--- src/rtl/pe_pkg.sv ---
`default_nettype none

package pe_pkg;

  // ======================================================================
  // widths
  // ======================================================================
  typedef logic [31:0] word_t;        // bus and ram word
  typedef logic [15:0] flit_t;        // one link flit
  typedef logic [7:0]  ram_addr_t;    // ram word index, host addr bits 9..2
  typedef logic [15:0] tile_addr_t;   // x in high byte, y in low byte
  typedef logic [6:0]  dma_len_t;     // transfer length in words
  typedef logic [2:0]  credit_cnt_t;  // link credits on hand

  // serializer walks header, length, then two halves per word
  typedef enum logic [2:0] {
    SER_IDLE,
    SER_HEADER,
    SER_LENGTH,
    SER_PAYLOAD_HIGH,
    SER_PAYLOAD_LOW
  } ser_state_t;

  // ======================================================================
  // address map
  // ======================================================================
  localparam word_t PERIPH_BASE    = 32'he100_0000; // tile id lives here
  localparam word_t REG_DMA_SRC    = 32'd4;         // source word index
  localparam word_t REG_DMA_LEN    = 32'd8;         // words to send
  localparam word_t REG_DMA_DST    = 32'd12;        // dest tile, write starts
  localparam word_t REG_DMA_STATUS = 32'd16;        // bit0 busy, bit1 irq

  // ======================================================================
  // sizes and link limits
  // ======================================================================
  localparam int RAM_DEPTH     = 256;
  localparam int MAX_DMA_WORDS = 64;

  // credits held after reset, one per slot in the router input buffer
  localparam credit_cnt_t LINK_CREDITS = 3'd4;

endpackage : pe_pkg

`default_nettype wire

--- src/rtl/pe_apb_decode.sv ---
`default_nettype none

module pe_apb_decode #(
  parameter pe_pkg::tile_addr_t TILE_ADDRESS = '0
) (
  input  wire logic               clock,
  input  wire logic               reset,
  input  wire logic               psel_i,
  input  wire logic               penable_i,
  input  wire logic               pwrite_i,
  input  wire pe_pkg::word_t      paddr_i,
  input  wire pe_pkg::word_t      pwdata_i,
  output pe_pkg::word_t           prdata_o,
  output logic                    pready_o,
  output logic                    pslverr_o,
  output logic                    ram_we_o,
  output pe_pkg::ram_addr_t       ram_addr_o,
  output pe_pkg::word_t           ram_wdata_o,
  input  wire pe_pkg::word_t      ram_rdata_i,
  output logic                    dma_start_o,
  output pe_pkg::ram_addr_t       dma_src_o,
  output pe_pkg::dma_len_t        dma_len_o,
  output pe_pkg::tile_addr_t      dma_dst_o,
  input  wire logic               sent_last_i,
  output logic                    irq_o
);
  import pe_pkg::*;

  logic       wait_q;   // first access cycle done
  logic       busy_q;
  logic       irq_q;
  logic       start_q;
  ram_addr_t  src_q;
  dma_len_t   len_q;
  tile_addr_t dst_q;
  word_t      offset;   // byte offset into peripheral range
  logic       is_ram;
  logic       addr_err;
  logic       busy_err;
  logic       len_err;
  logic       err;
  logic       done;     // completing access cycle
  logic       wr_ok;

  // ======================================================================
  // decode and error response
  // ======================================================================
  assign is_ram = paddr_i < PERIPH_BASE;
  assign offset = paddr_i - PERIPH_BASE;

  assign addr_err = (paddr_i[1:0] != 2'b00) ||
                    (is_ram ? (paddr_i >= word_t'(RAM_DEPTH * 4))
                            : (offset > REG_DMA_STATUS));
  // dma setup frozen while a transfer runs
  assign busy_err = pwrite_i && !is_ram && busy_q &&
                    (offset == REG_DMA_SRC || offset == REG_DMA_LEN ||
                     offset == REG_DMA_DST);
  assign len_err  = pwrite_i && !is_ram && (offset == REG_DMA_DST) &&
                    (len_q == '0 || len_q > dma_len_t'(MAX_DMA_WORDS));
  assign err      = addr_err || busy_err || len_err;

  assign done      = psel_i && penable_i && wait_q;
  assign wr_ok     = done && pwrite_i && !err;  // bad writes change nothing
  assign pready_o  = done;
  assign pslverr_o = done && err;

  // ram side, byte order swapped both ways
  assign ram_we_o    = wr_ok && is_ram;
  assign ram_addr_o  = paddr_i[9:2];
  assign ram_wdata_o = {<<8{pwdata_i}};

  always_comb begin
    prdata_o = '0;
    if (is_ram) begin
      prdata_o = {<<8{ram_rdata_i}}; // ram data arrives in 2nd access cycle
    end else begin
      unique case (offset)
        32'd0:          prdata_o = {16'b0, TILE_ADDRESS};
        REG_DMA_SRC:    prdata_o = {24'b0, src_q};
        REG_DMA_LEN:    prdata_o = {25'b0, len_q};
        REG_DMA_DST:    prdata_o = {16'b0, dst_q};
        REG_DMA_STATUS: prdata_o = {30'b0, irq_q, busy_q};
        default:        prdata_o = '0;
      endcase
    end
  end

  // ======================================================================
  // wait state, dma registers, busy and irq
  // ======================================================================
  always_ff @(posedge clock) begin
    if (!reset) begin
      wait_q  <= 1'b0;
      busy_q  <= 1'b0;
      irq_q   <= 1'b0;
      start_q <= 1'b0;
      src_q   <= '0;
      len_q   <= '0;
      dst_q   <= '0;
    end else begin
      wait_q  <= psel_i && penable_i && !wait_q; // one wait state per access
      start_q <= 1'b0;
      if (wr_ok && !is_ram) begin
        unique case (offset)
          REG_DMA_SRC: src_q <= pwdata_i[7:0];
          REG_DMA_LEN: len_q <= pwdata_i[6:0];
          REG_DMA_DST: begin
            dst_q   <= pwdata_i[15:0];
            start_q <= 1'b1;
            busy_q  <= 1'b1;
          end
          REG_DMA_STATUS: if (pwdata_i[1]) irq_q <= 1'b0; // write 1 to clear
          default: ;                                     // id is read only
        endcase
      end
      // end of packet beats a clear in the same cycle
      if (sent_last_i) begin
        busy_q <= 1'b0;
        irq_q  <= 1'b1;
      end
    end
  end

  assign dma_start_o = start_q;
  assign dma_src_o   = src_q;
  assign dma_len_o   = len_q;
  assign dma_dst_o   = dst_q;
  assign irq_o       = irq_q;

endmodule : pe_apb_decode

`default_nettype wire

--- config.mk ---
export PLATFORM = sky130hd
export DESIGN_NAME = pe_apb_decode
export DESIGN_NICKNAME = d
export VERILOG_FILES = /design/src/rtl/pe_pkg.sv /design/src/rtl/pe_apb_decode.sv
export SDC_FILE = /design/constraint.sdc
export NUM_CORES = 1
export LEC_CHECK = 0
export BUFFER_PORTS_ARGS = -buffer_cell sky130_fd_sc_hd__buf_4
export CORE_ASPECT_RATIO = 0.9
export CORE_MARGIN = 2
export CORE_UTILIZATION = 42
export CTS_CLUSTER_SIZE = 16
export DETAILED_ROUTE_END_ITERATION = 16
export PLACE_DENSITY = 0.88
export RECOVER_POWER = 100
export SLEW_MARGIN = 20
export SYNTH_ARGS = -nofsm -noshare
export SYNTH_HDL_FRONTEND = slang
export SYNTH_SLANG_ARGS = --single-unit
--- constraint.sdc ---
create_clock -name clock -period 3.49 [get_ports clock]
set_clock_uncertainty 0.1 [all_clocks]
set_input_delay 0.698 -clock clock [delete_from_list [all_inputs] [get_ports clock]]
set_output_delay 0.698 -clock clock [all_outputs]
set_load 0.02 [all_outputs]
## Word-level counts from Yosys, hierarchy flattened

Index checks and enable logic that the tools add are counted.

- Logic and storage cells: 58
- Input bits: 102
- Bits in registers: 35
- Output and inout port bits: 108

- Bitwise logic cells: 1
- Equal/unequal tests: 4
- Mux-type cells: 8
- Add/sub/neg operators: 1
- $lt $le $gt $ge: 4
- Reductions and logical operators: 33

Operator list:

| kind | count |
|---|---|
| equality test 32 x 4 -> 1 bit, second input constant | 2 |
| case mux 16 bit (4 select lines) | 1 |
| equality test 32 x 3 -> 1 bit, second input constant | 1 |
| equality test 32 x 5 -> 1 bit, second input constant | 1 |
| greater-or-equal comparator 32 x 11 -> 1 bit, second input constant | 1 |
| > comparator 32 x 5 -> 1 bit, second input constant | 1 |
| less-than comparator 32 bit, second input constant | 1 |
| 2-to-1 mux 32 bit | 1 |
| subtractor 32 bit, second input constant | 1 |
| logical AND 1 bit | 13 |
| AND reduction 2 bit | 4 |
| nonzero test 2 bit | 4 |
| > comparator 7 bit, second input constant | 1 |
| zero test 7 bit | 1 |
| logical OR 1 bit | 6 |
| 2-to-1 mux 1 bit | 6 |
| zero test 1 bit | 3 |
| AND reduction 3 bit | 1 |
| OR reduction 2 bit | 1 |
| inverter 1 bit | 1 |

## Depth between registers and ports, before layout

Gate-level depths: netlist of the first run.

- Word-level depth: 12
- Depth in mapped cells: 8
- Mapped depth without buffers: 5

## Worst setup path before layout of the first run

OpenSTA, ideal clock, no wires.

- Path type: input -> output
- Start: in paddr_i[25]
- End: out prdata_o[2]
- Arrival time: 2403 ps
- Path slack: 289 ps
- Buffers on the path: 0
- Stages on the path: 5
- Data required time: 2692 ps
- Cells stage by stage: nor4_2 > nand3_1 > nor4_2 > nand2_1 > o21ai_0

- Word-level cells in the longest chain between the ends: 4
- Elaborated cells between the ends (all ways): 8
- Those cells by class: 1 x add/sub; 1 x order compare; 4 x eq/ne; 2 x mux

RTL lines:

| what | line | text |
|---|---|---|
| start: declaration | pe_apb_decode.sv:11 | `input wire pe_pkg::word_t paddr_i,` |
| subtractor 32 bit | pe_apb_decode.sv:49 | `assign offset = paddr_i - PERIPH_BASE;` |
| equality test 32 x 5 -> 1 bit, or another cell as far along | pe_apb_decode.sv:77 | `unique case (offset)` |
| case mux 16 bit (4 select lines) | pe_apb_decode.sv:77 |  |
| 2-to-1 mux 32 bit * | pe_apb_decode.sv:74 | `if (is_ram) begin` |
| end: declaration | pe_apb_decode.sv:13 | `output pe_pkg::word_t prdata_o,` |

Mark *: on every way between the ends. The rest lies on a longest branch, timed or not.

## Worst setup path in the final report of the first run

- Start: in paddr_i[26]
- End: out prdata_o[0]

Same word-level chain as after synthesis.

==> summary.txt, run 1 <==
Route
  – Vias after detailed routing: 2693
  – Routed len/inst: 16.5 um
  – Post-DRT Antenna Nets: 0
  – Via density per instance: 5.43
  – Iteration count of the initial detailed-routing pass: 4
  – Number of violations reported at the end of detailed-routing iteration 0: 128
  – DRC violation count after routing: 0
  – Final wirelength: 8190 um

Timing
  – Setup repair after global routing missed its margin: false
  – Total negative slack: 0 ps
  – Measured slew at the worst slew-check pin: 2010 ps
  – Final critical path time including I/O delays and setup: 3300 ps
  – Final hold violations: 0
  – Total count of max-transition violations in the final report: 52
  – Post-route fraction of the period consumed by the critical path: 94.7%
  – Worst slew slack as a fraction of its limit: -33.8%
  – Worst hold margin: 379 ps
  – Upper clock frequency limit: 303 MHz
  – Total setup violations reported at the end of the flow: 0

Min path
  – HP Start: dma_dst_o[8]$_SDFFE_PN0P_
  – Class of the most critical hold timing path: flop to flop
  – Hold Path Stages: 2

Clock network
  – Clock latency at the later pin of the worst-skew pair: 280 ps
  – H-tree Lvls: 2
  – Number of buffers added for setup after CTS: 0
  – Clock buffer count from CTS: 5
  – Clk root buf: sky130_fd_sc_hd__clkbuf_8
  – Clock sink count: 35
  – Clock slew seen by the registers of the worst setup and hold paths: 70 ps
  – Count of hold-fix buffers inserted at cts: 0
  – CTS-repair resized insts: 0
  – TritonCTS clock tree: yes
  – Max clock buf depth: 2

Floorplan
  – Total Die Area: 6390 sq um
  – Placeable core region: 5630 sq um
  – Boundary pin count: 210
  – Effective utilization at floorplan: 43.1%
  – Die extent in x: 84.1 um
  – Chip Height: 76.1 um
  – Row cnt: 26

Logic synthesis
  – Most common flop cell mapped by yosys: sky130_fd_sc_hd__dfxtp_1
  – Async set or reset register ratio after synthesis: 0%
  – #FFs+latches synth: 35
  – Unique cell type count in the Yosys netlist: 45
  – Count of flip-flops with a built-in enable after synthesis: 0
  – Post-synthesis cell count: 288
  – Netlist area before placement: 2420 sq um
  – Average cell area after synthesis: 8.42 sq um
  – Syn. warnings: 0
  – Proportion of synthesized chip area in sequential cells: 28.9%
  – Mapped Nets: 390

Setup path
  – Register-to-register path setup slack: 720 ps
  – Worst R2R Start: dma_len_o[0]$_SDFFE_PN0P_
  – Worst Path Required: 2690 ps
  – Endpoint class of the critical path: output pin
  – Launching element of the worst setup path: paddr_i[26]
  – Signal arrival time at the worst endpoint: 2510 ps
  – Worst setup path category: input pin to output pin
  – Crit Path Max Fanout: 33
  – Kind of start point of the critical path: input pin
  – Number of cells traversed by the worst register-to-register path: 6

Place
  – Weighted congestion reported at the end of routability-driven placement: 0.839
  – Number of buffer cells added on primary ports: 177
  – Final HPWL DP: 6410 um

Global route
  – Global route overflow: 0
  – Initial antenna violation count: 0
  – Total global-route track usage: 23.9%
  – Largest net degree at the start of global routing: 52
  – Wire length of the first global-routing pass: 12400 um
  – Number of global-route vias before repair: 2625

Pwr
  – Clock share of power: 37.2%
  – Cell Int Power: 0.744 mW
  – Total leakage power: 1.35 nW
  – Combinational power share: 23.8%
  – Portion of total power attributed to sequential cells: 39.0%
  – Maximum vdd drop: 218 uV
  – Switching pwr: 0.284 mW
  – PwrDens: 307 nW/um^2
  – Net switching share of the total power: 27.6%

Layout
  – Sequential standard cell area: 701 sq um
  – Layout cell share with drive strength beyond 1: 30.8%
  – Multi-input gate area in the final layout: 1340 sq um
  – Count of nets after finishing: 527
  – Commonest non-fill, non-tap cells in the layout: sky130_fd_sc_hd__buf_4 (102), sky130_fd_sc_hd__clkbuf_1 (72), sky130_fd_sc_hd__nand2_1 (57), sky130_fd_sc_hd__mux2i_1 (35), sky130_fd_sc_hd__dfxtp_1 (35)
  – Area growth, synth to finish: 38.3%
  – Ant. Diodes: 0
  – Number of inserted filler cells in the final layout: 590
  – Most common cell after layout, fill and taps aside: sky130_fd_sc_hd__buf_4

Status
  – Failing checks: max-capacitance violations, max-slew violations
  – Outcome: finished with violations

Run
  – Max_cap viols: 1
==> sequential cells by signal, indices dropped and copies added, names as in the netlist <==
signal / count
irq_o: 1
dma_start_o: 1
busy_q: 1
wait_q: 1
dma_len_o: 7
dma_src_o: 8
dma_dst_o: 16
==> power groups by stage <==
stage	clock network [mW]	logic, mW	registers [mW]
after floorplan	0	0.158	0.411
after CTS	0.385	0.270	0.401
after detailed placement	0	0.269	0.410
after global routing	0.405	0.259	0.401
after global placement	0	0.264	0.410
final	0.382	0.245	0.401
==> worst max-delay path, cell delays in order <==
cell and delay [ps]:
sky130_fd_sc_hd__buf_4 110, sky130_fd_sc_hd__or4_1 560, sky130_fd_sc_hd__o21ai_2 140, sky130_fd_sc_hd__clkbuf_2 530, sky130_fd_sc_hd__a21o_1 230, sky130_fd_sc_hd__clkbuf_1 240
==> routing by layer <==
metal  global-route usage (%)  part of all wire (%)  vias to the layer above
li1                         -                     -                     1257
met1                     26.6                    38                     1271
met2                     45.6                    52                      150
met4                     6.45                   1.7                        0
met3                     4.77                   8.4                       15
met5                        0                     0                        -
==> worst paths after layout <==
kind                                                  end
worst max-delay path                          prdata_o[0]
worst min register to register  dma_dst_o[8]$_SDFFE_PN0P_
worst min-delay path            dma_dst_o[8]$_SDFFE_PN0P_
worst max register to register  dma_dst_o[4]$_SDFFE_PN0P_
==> layout make-up <==
class / instances / area share (%)
clock buffers: 6 / 2.46
well taps: 70 / 2.61
multi-input cells: 198 / 40.0
clock inverters: 2 / 1.05
inverters: 2 / 0.224
flip-flops and latches: 35 / 20.9
repair buffers: 183 / 32.8
==> stage by stage <==
| step | total power [mW] | utilization (%) | setup slack, ps | cell area, sq um | std cells |
|---|---|---|---|---|---|
| 2_1_floorplan | 0.570 | - | 289 | 2420 | 288 |
| 3_3_place_gp | 0.675 | 63.1 | 330 | 3550 | 488 |
| 3_5_place_dp | 0.679 | 63.1 | 309 | 3550 | 488 |
| 4_1_cts | 1.06 | 65.2 | 308 | 3670 | 496 |
| 5_1_grt | 1.06 | 59.6 | 70.9 | 3350 | 496 |
| 6_report | 1.03 | 59.6 | 186 | 3350 | 496 |
==> cells in the mapped netlist, drive strengths merged (2+ instances only) <==
| master | count | share of area, % |
|---|---|---|
| a32oi | 5 | 1.8 |
| nand3 | 6 | 1.2 |
| inv | 2 | 0.31 |
| and3 | 2 | 0.52 |
| nand2 | 57 | 8.8 |
| clkbuf | 9 | 1.4 |
| nor2 | 11 | 1.7 |
| nor4 | 10 | 5.5 |
| a22o | 8 | 2.9 |
| o21ai | 5 | 1.0 |
| nor3 | 3 | 0.62 |
| mux2i | 35 | 14 |
| o2bb2ai | 2 | 0.72 |
| nand4 | 4 | 1.3 |
| and2 | 16 | 4.1 |
| or4 | 6 | 1.9 |
| a21oi | 3 | 0.62 |
| buf | 44 | 14 |
| o31ai | 2 | 0.62 |
| nand2b | 3 | 0.77 |
| nor2b | 3 | 0.77 |
| dfxtp | 35 | 29 |
| a22oi | 3 | 0.93 |
==> logic make-up after synthesis <==
logic type,count (synthesis),synth area share [%]
and+or+nand+nor,127,29.8
buffers and inverters,55,15.4
muxes,36,14.9
AOI/OAI and AO/OA,35,10.9
DFF,35,28.9
(Power assumes the default switching activity.)
==> run 2, diff against run 1 <==
--- a/config.mk
+++ b/config.mk
@@ -11,7 +11,7 @@
 export CORE_UTILIZATION = 42
 export CTS_CLUSTER_SIZE = 16
 export DETAILED_ROUTE_END_ITERATION = 16
-export PLACE_DENSITY = 0.88
+export PLACE_DENSITY = 0.91
 export RECOVER_POWER = 100
 export SLEW_MARGIN = 20
 export SYNTH_ARGS = -nofsm -noshare
==> summary.txt, run 2 (synthesized netlist as in run 1, its figures left out) <==
Floorplan
  – Row cnt: 26 (unchanged)
  – Effective utilization at floorplan: 43.1% (unchanged)
  – Total Die Area: 6390 sq um (unchanged)
  – Die extent in x: 84.1 um (unchanged)
  – Placeable core region: 5630 sq um (unchanged)
  – Chip Height: 76.1 um (unchanged)
  – Boundary pin count: 210 (unchanged)

Timing
  – Total count of max-transition violations in the final report: 52 (unchanged)
  – Total negative slack: 0 ps (unchanged)
  – Upper clock frequency limit: 303 MHz (about the same)
  – Worst slew slack as a fraction of its limit: -37.6% (was -33.8%)
  – Setup repair after global routing missed its margin: false (unchanged)
  – Measured slew at the worst slew-check pin: 2060 ps (was 2010 ps)
  – Post-route fraction of the period consumed by the critical path: 94.5% (was 94.7%)
  – Final hold violations: 0 (unchanged)
  – Final critical path time including I/O delays and setup: 3300 ps (about the same)
  – Total setup violations reported at the end of the flow: 0 (unchanged)

Place
  – Weighted congestion reported at the end of routability-driven placement: 0.820 (was 0.839)
  – Number of buffer cells added on primary ports: 177 (unchanged)
  – Total cell area at the placement stage: 3550 sq um (unchanged)
  – Final HPWL DP: 6350 um (was 6410 um)

Clock network
  – CTS-repair resized insts: 0 (unchanged)
  – Clock buffer count from CTS: 5 (unchanged)
  – Clock slew seen by the registers of the worst setup and hold paths: 70 ps (about the same)
  – Max clock buf depth: 2 (unchanged)
  – Clk root buf: sky130_fd_sc_hd__clkbuf_8 (unchanged)
  – Count of hold-fix buffers inserted at cts: 0 (unchanged)
  – H-tree Lvls: 2 (unchanged)
  – Clock sink count: 35 (unchanged)
  – Clock latency at the later pin of the worst-skew pair: 270 ps (was 280 ps)
  – TritonCTS clock tree: yes (unchanged)
  – Number of buffers added for setup after CTS: 0 (unchanged)

Route
  – Via density per instance: 5.25 (was 5.43)
  – DRC violation count after routing: 0 (unchanged)
  – Iteration count of the initial detailed-routing pass: 4 (unchanged)
  – Number of violations reported at the end of detailed-routing iteration 0: 101 (was 128)
  – Routed len/inst: 16.1 um (was 16.5 um)
  – Vias after detailed routing: 2599 (was 2693)
  – Final wirelength: 7960 um (was 8190 um)
  – Post-DRT Antenna Nets: 0 (unchanged)

Setup path
  – Signal arrival time at the worst endpoint: 2500 ps (was 2510 ps)
  – Number of cells traversed by the worst register-to-register path: 6 (unchanged)
  – Register-to-register path setup slack: 550 ps (was 720 ps)
  – Endpoint class of the critical path: output pin (unchanged)
  – Crit path to: prdata_o[29] (was prdata_o[0])
  – Crit Path Max Fanout: 24 (was 33)
  – Kind of start point of the critical path: input pin (unchanged)
  – Worst R2R Start: dma_len_o[0]$_SDFFE_PN0P_ (unchanged)
  – Launching element of the worst setup path: paddr_i[25] (was paddr_i[26])
  – Worst setup path category: input pin to output pin (unchanged)
  – FF-to-FF End: dma_dst_o[9]$_SDFFE_PN0P_ (was dma_dst_o[4]$_SDFFE_PN0P_)
  – Worst Path Required: 2690 ps (about the same)

Status
  – Failing checks: max-capacitance violations, max-slew violations (unchanged)
  – Outcome: finished with violations (unchanged)

Global route
  – Initial antenna violation count: 0 (unchanged)
  – Global route overflow: 0 (unchanged)
  – Largest net degree at the start of global routing: 52 (unchanged)
  – Wire length of the first global-routing pass: 12500 um (was 12400 um)
  – Number of global-route vias before repair: 2590 (was 2625)
  – Total global-route track usage: 23.8% (was 23.9%)

Layout
  – Number of flip-flops under the largest register name: 16 (unchanged)
  – Area of all placed cells without fillers: 3300 sq um (was 3350 sq um)
  – Ant. Diodes: 0 (unchanged)
  – Layout cell share with drive strength beyond 1: 27.8% (was 30.8%)
  – Area growth, synth to finish: 36.0% (was 38.3%)
  – Most common cell after layout, fill and taps aside: sky130_fd_sc_hd__buf_4 (unchanged)
  – Commonest non-fill, non-tap cells in the layout: sky130_fd_sc_hd__buf_4 (91), sky130_fd_sc_hd__clkbuf_1 (85), sky130_fd_sc_hd__nand2_1 (57), sky130_fd_sc_hd__mux2i_1 (35), sky130_fd_sc_hd__dfxtp_1 (35) (was sky130_fd_sc_hd__buf_4 (102), sky130_fd_sc_hd__clkbuf_1 (72), sky130_fd_sc_hd__nand2_1 (57), sky130_fd_sc_hd__mux2i_1 (35), sky130_fd_sc_hd__dfxtp_1 (35))
  – Count of nets after finishing: 527 (unchanged)

Pwr
  – PwrDens: 283 nW/um^2 (was 307 nW/um^2)
  – Total leakage power: 1.30 nW (was 1.35 nW)
  – Maximum vdd drop: 240 uV (was 218 uV)

Run
  – Max_cap viols: 1 (unchanged)

Min path
  – Class of the most critical hold timing path: flop to flop (unchanged)
  – HP Start: dma_dst_o[1]$_SDFFE_PN0P_ (was dma_dst_o[8]$_SDFFE_PN0P_)
-- run 2: layout make-up --
type | instances | area [sq um]
clock buffers | 6 | 82.6
clock inverters | 1 | 5.00
fillers | 586 | 2330
inverters | 2 | 7.51
multi-input cells | 198 | 1360
flip-flops and latches | 35 | 701
well taps | 70 | 87.6
repair buffers | 183 | 1060
-- run 2: per-layer routing --
layer / vias to the layer above / share of wire [%] / track usage (%)
met5: - / 0 / 0
met4: 0 / 1.0 / 5.32
met3: 8 / 7.1 / 5.31
met2: 128 / 54 / 45.2
met1: 1209 / 38 / 26.7
li1: 1254 / - / -
-- run 2: metrics by stage --
stage / instances / hold WS (ps) / power (mW) / setup slack (ps) / util [%]
6_report: 495 / 374 / 0.931 / 193 / 58.6
5_1_grt: 495 / 399 / 0.973 / 72.8 / 58.6
3_5_place_dp: 488 / 363 / 0.681 / 214 / 63.1
4_1_cts: 495 / 375 / 0.972 / 205 / 64.7
3_3_place_gp: 488 / 358 / 0.676 / 254 / 63.1
2_1_floorplan: 288 / 415 / 0.570 / 289 / -
-- run 2: worst min-delay path by stage --
stage                     cells after the start                   endpoint  slack [ps]
after floorplan                               1        busy_q$_SDFFE_PP0P_         410
after global placement                        2  dma_src_o[3]$_SDFFE_PN0P_         360
after detailed placement                      2  dma_dst_o[1]$_SDFFE_PN0P_         360
after CTS                                     2  dma_dst_o[1]$_SDFFE_PN0P_         370
after global routing                          2  dma_src_o[5]$_SDFFE_PN0P_         400
final                                         2  dma_dst_o[1]$_SDFFE_PN0P_         370
-- run 2: worst max-delay path, cell delays in order --
cell,delay (ps)
sky130_fd_sc_hd__buf_4,110
sky130_fd_sc_hd__or4_1,580
sky130_fd_sc_hd__o21ai_2,510
sky130_fd_sc_hd__buf_12,230
sky130_fd_sc_hd__and2_1,140
sky130_fd_sc_hd__clkbuf_1,230
-- run 2: power by group --
part	total, mW	internal (mW)	switching, mW
logic	0.239	0.107	0.132
clock network	0.291	0.155	0.136
registers	0.401	0.401	0.000840
==> run 3, diff against run 2 <==
==> constraint.sdc (replaced) <==
create_clock -name clock -period 3.49 [get_ports clock]
set_clock_uncertainty 0.1 [all_clocks]
set_input_delay 0 -clock clock [delete_from_list [all_inputs] [get_ports clock]]
set_output_delay 0 -clock clock [all_outputs]
set_load 0.02 [all_outputs]
==> summary.txt, run 3 (synthesized netlist as in run 1, its figures left out) <==
Floorplan
  – Row cnt: 26 (unchanged)
  – Boundary pin count: 210 (unchanged)
  – Chip Height: 76.1 um (unchanged)
  – Total Die Area: 6390 sq um (unchanged)
  – Effective utilization at floorplan: 43.1% (unchanged)
  – Placeable core region: 5630 sq um (unchanged)
  – Die extent in x: 84.1 um (unchanged)

Setup path
  – Worst Path Required: 3570 ps (was 2690 ps)
  – Crit path to: busy_q$_SDFFE_PP0P_ (was prdata_o[29])
  – Launching element of the worst setup path: paddr_i[25] (unchanged)
  – FF-to-FF End: dma_src_o[1]$_SDFFE_PN0P_ (was dma_dst_o[9]$_SDFFE_PN0P_)
  – Worst setup path category: input pin to flop (was input pin to output pin)
  – Kind of start point of the critical path: input pin (unchanged)
  – Register-to-register path setup slack: 960 ps (was 550 ps)
  – Worst R2R Start: wait_q$_SDFF_PN0_ (was dma_len_o[0]$_SDFFE_PN0P_)
  – Signal arrival time at the worst endpoint: 2760 ps (was 2500 ps)
  – Crit Path Max Fanout: 33 (was 24)
  – Number of cells traversed by the worst register-to-register path: 5 (was 6)
  – Endpoint class of the critical path: flop (was output pin)

Layout
  – Most common cell after layout, fill and taps aside: sky130_fd_sc_hd__buf_4 (unchanged)
  – Number of inserted filler cells in the final layout: 513 (was 586)
  – Layout cell share with drive strength beyond 1: 26.4% (was 27.8%)
  – Layout Utilization: 64.7% (was 58.6%)
  – Number of flip-flops under the largest register name: 16 (unchanged)
  – Area growth, synth to finish: 50.2% (was 36.0%)
  – Commonest non-fill, non-tap cells in the layout: sky130_fd_sc_hd__buf_4 (100), sky130_fd_sc_hd__clkbuf_1 (79), sky130_fd_sc_hd__nand2_1 (57) (was sky130_fd_sc_hd__buf_4 (91), sky130_fd_sc_hd__clkbuf_1 (85), sky130_fd_sc_hd__nand2_1 (57), sky130_fd_sc_hd__mux2i_1 (35), sky130_fd_sc_hd__dfxtp_1 (35))
  – Ant. Diodes: 0 (unchanged)
  – Count of nets after finishing: 559 (was 527)

Route
  – Highest Signal Layer: met4 (unchanged)
  – Routed metal-1 wire length: 3220 um (was 3030 um)
  – DR WL met2: 4730 um (was 4290 um)
  – Number of violations reported at the end of detailed-routing iteration 0: 174 (was 101)
  – Routed len/inst: 16.9 um (was 16.1 um)
  – Final wirelength: 8910 um (was 7960 um)
  – Iteration count of the initial detailed-routing pass: 4 (unchanged)
  – Post-DRT Antenna Nets: 0 (unchanged)
  – Routed met3 length: 743 um (was 563 um)
  – Via density per instance: 5.38 (was 5.25)
  – DRC violation count after routing: 0 (unchanged)
  – Vias after detailed routing: 2840 (was 2599)

Clock network
  – Clock sink count: 35 (unchanged)
  – CTS-repair resized insts: 0 (unchanged)
  – TritonCTS clock tree: yes (unchanged)
  – H-tree Lvls: 2 (unchanged)
  – Clock latency at the later pin of the worst-skew pair: 280 ps (was 270 ps)
  – Number of buffers added for setup after CTS: 0 (unchanged)
  – Clk root buf: sky130_fd_sc_hd__clkbuf_8 (unchanged)
  – Clock buffer count from CTS: 5 (unchanged)
  – Count of hold-fix buffers inserted at cts: 35 (was 0)
  – Clock slew seen by the registers of the worst setup and hold paths: 70 ps (about the same)
  – Max clock buf depth: 2 (unchanged)

Timing
  – Final critical path time including I/O delays and setup: 2680 ps (was 3300 ps)
  – Total negative slack: 0 ps (unchanged)
  – Total count of max-transition violations in the final report: 0 (was 52)
  – Measured slew at the worst slew-check pin: 1420 ps (was 2060 ps)
  – Upper clock frequency limit: 373 MHz (was 303 MHz)
  – Total setup violations reported at the end of the flow: 0 (unchanged)
  – Post-route fraction of the period consumed by the critical path: 76.9% (was 94.5%)
  – Setup repair after global routing missed its margin: false (unchanged)
  – Worst slew slack as a fraction of its limit: 5.47% (was -37.6%)
  – Final hold violations: 0 (unchanged)

Place
  – Number of buffer cells added on primary ports: 177 (unchanged)
  – Final HPWL DP: 6480 um (was 6350 um)
  – Weighted congestion reported at the end of routability-driven placement: 0.828 (was 0.820)

Run
  – Max_cap viols: 0 (was 1)

Global route
  – Total global-route track usage: 26.1% (was 23.8%)
  – Initial antenna violation count: 0 (unchanged)
  – Wire length of the first global-routing pass: 13700 um (was 12500 um)
  – Global route overflow: 0 (unchanged)
  – Number of global-route vias before repair: 2867 (was 2590)
  – Largest net degree at the start of global routing: 52 (unchanged)

Min path
  – Class of the most critical hold timing path: input pin to flop (was flop to flop)

Pwr
  – Post-layout power: 0.974 mW (was 0.931 mW)
  – PwrDens: 268 nW/um^2 (was 283 nW/um^2)
  – Total leakage power: 1.46 nW (was 1.30 nW)
  – Maximum vdd drop: 214 uV (was 240 uV)

Status
  – Outcome: finished, final reports clean (was finished with violations)
==> run 3: changes by cell type in the layout (fill, tap and decap cells not counted), sizes merged <==
| cell | delta |
|---|---|
| clkbuf | -10 |
| buf | +8 |
| dlygate4sd3 | +35 |
==> run 3: area by class of cell <==
| cell class | instances | area (sq um) | area share [%] |
|---|---|---|---|
| multi-input cells | 198 | 1350 | 37.1 |
| repair buffers | 215 | 1410 | 38.8 |
| well taps | 70 | 87.6 | 2.41 |
| inverters | 2 | 7.51 | 0.206 |
| clock inverters | 1 | 5.00 | 0.138 |
| flip-flops and latches | 35 | 701 | 19.3 |
| clock buffers | 7 | 76.3 | 2.10 |
==> run 3: routing by layer <==
metal,GRT usage [%],vias up
met2,48.0,172
met3,7.58,19
met1,27.6,1335
met4,10.3,0
met5,0,-
li1,-,1314
==> run 3: worst min path at each step <==
stage,start,endpoint,slack (ps),cells after the start
after CTS,paddr_i[2],dma_len_o[2]$_SDFFE_PN0P_,50,3
final,paddr_i[2],dma_len_o[1]$_SDFFE_PN0P_,50,3
after floorplan,paddr_i[2],ram_addr_o[0],10,1
after global placement,pwdata_i[18],ram_wdata_o[10],-100,0
after global routing,paddr_i[2],dma_len_o[2]$_SDFFE_PN0P_,70,3
after detailed placement,pwdata_i[18],ram_wdata_o[10],-100,0
==> run 3: critical path, cell delays in order <==
cell                       delay [ps]
sky130_fd_sc_hd__clkbuf_1         100
sky130_fd_sc_hd__or4_1            570
sky130_fd_sc_hd__o21ai_0          180
sky130_fd_sc_hd__clkbuf_1        1060
sky130_fd_sc_hd__nor3_1           170
sky130_fd_sc_hd__nor4bb_1         210
sky130_fd_sc_hd__buf_4            230
sky130_fd_sc_hd__o211a_1          240
==> run 3: per-stage QoR <==
step	std cells	area [sq um]	hold slack, ps	setup slack, ps
2_1_floorplan	288	2420	12.6	1290
3_3_place_gp	485	3520	-99.9	1200
3_5_place_dp	485	3520	-99.9	1150
4_1_cts	528	3950	46.7	1050
5_1_grt	528	3640	67.0	561
6_report	528	3640	53.0	808
==> run 3: power by group <==
group / leakage (nW) / switching [mW] / internal, mW
clock: 0.0422 / 0.142 / 0.140
combinational: 1.14 / 0.155 / 0.136
sequential: 0.282 / 0.000897 / 0.400
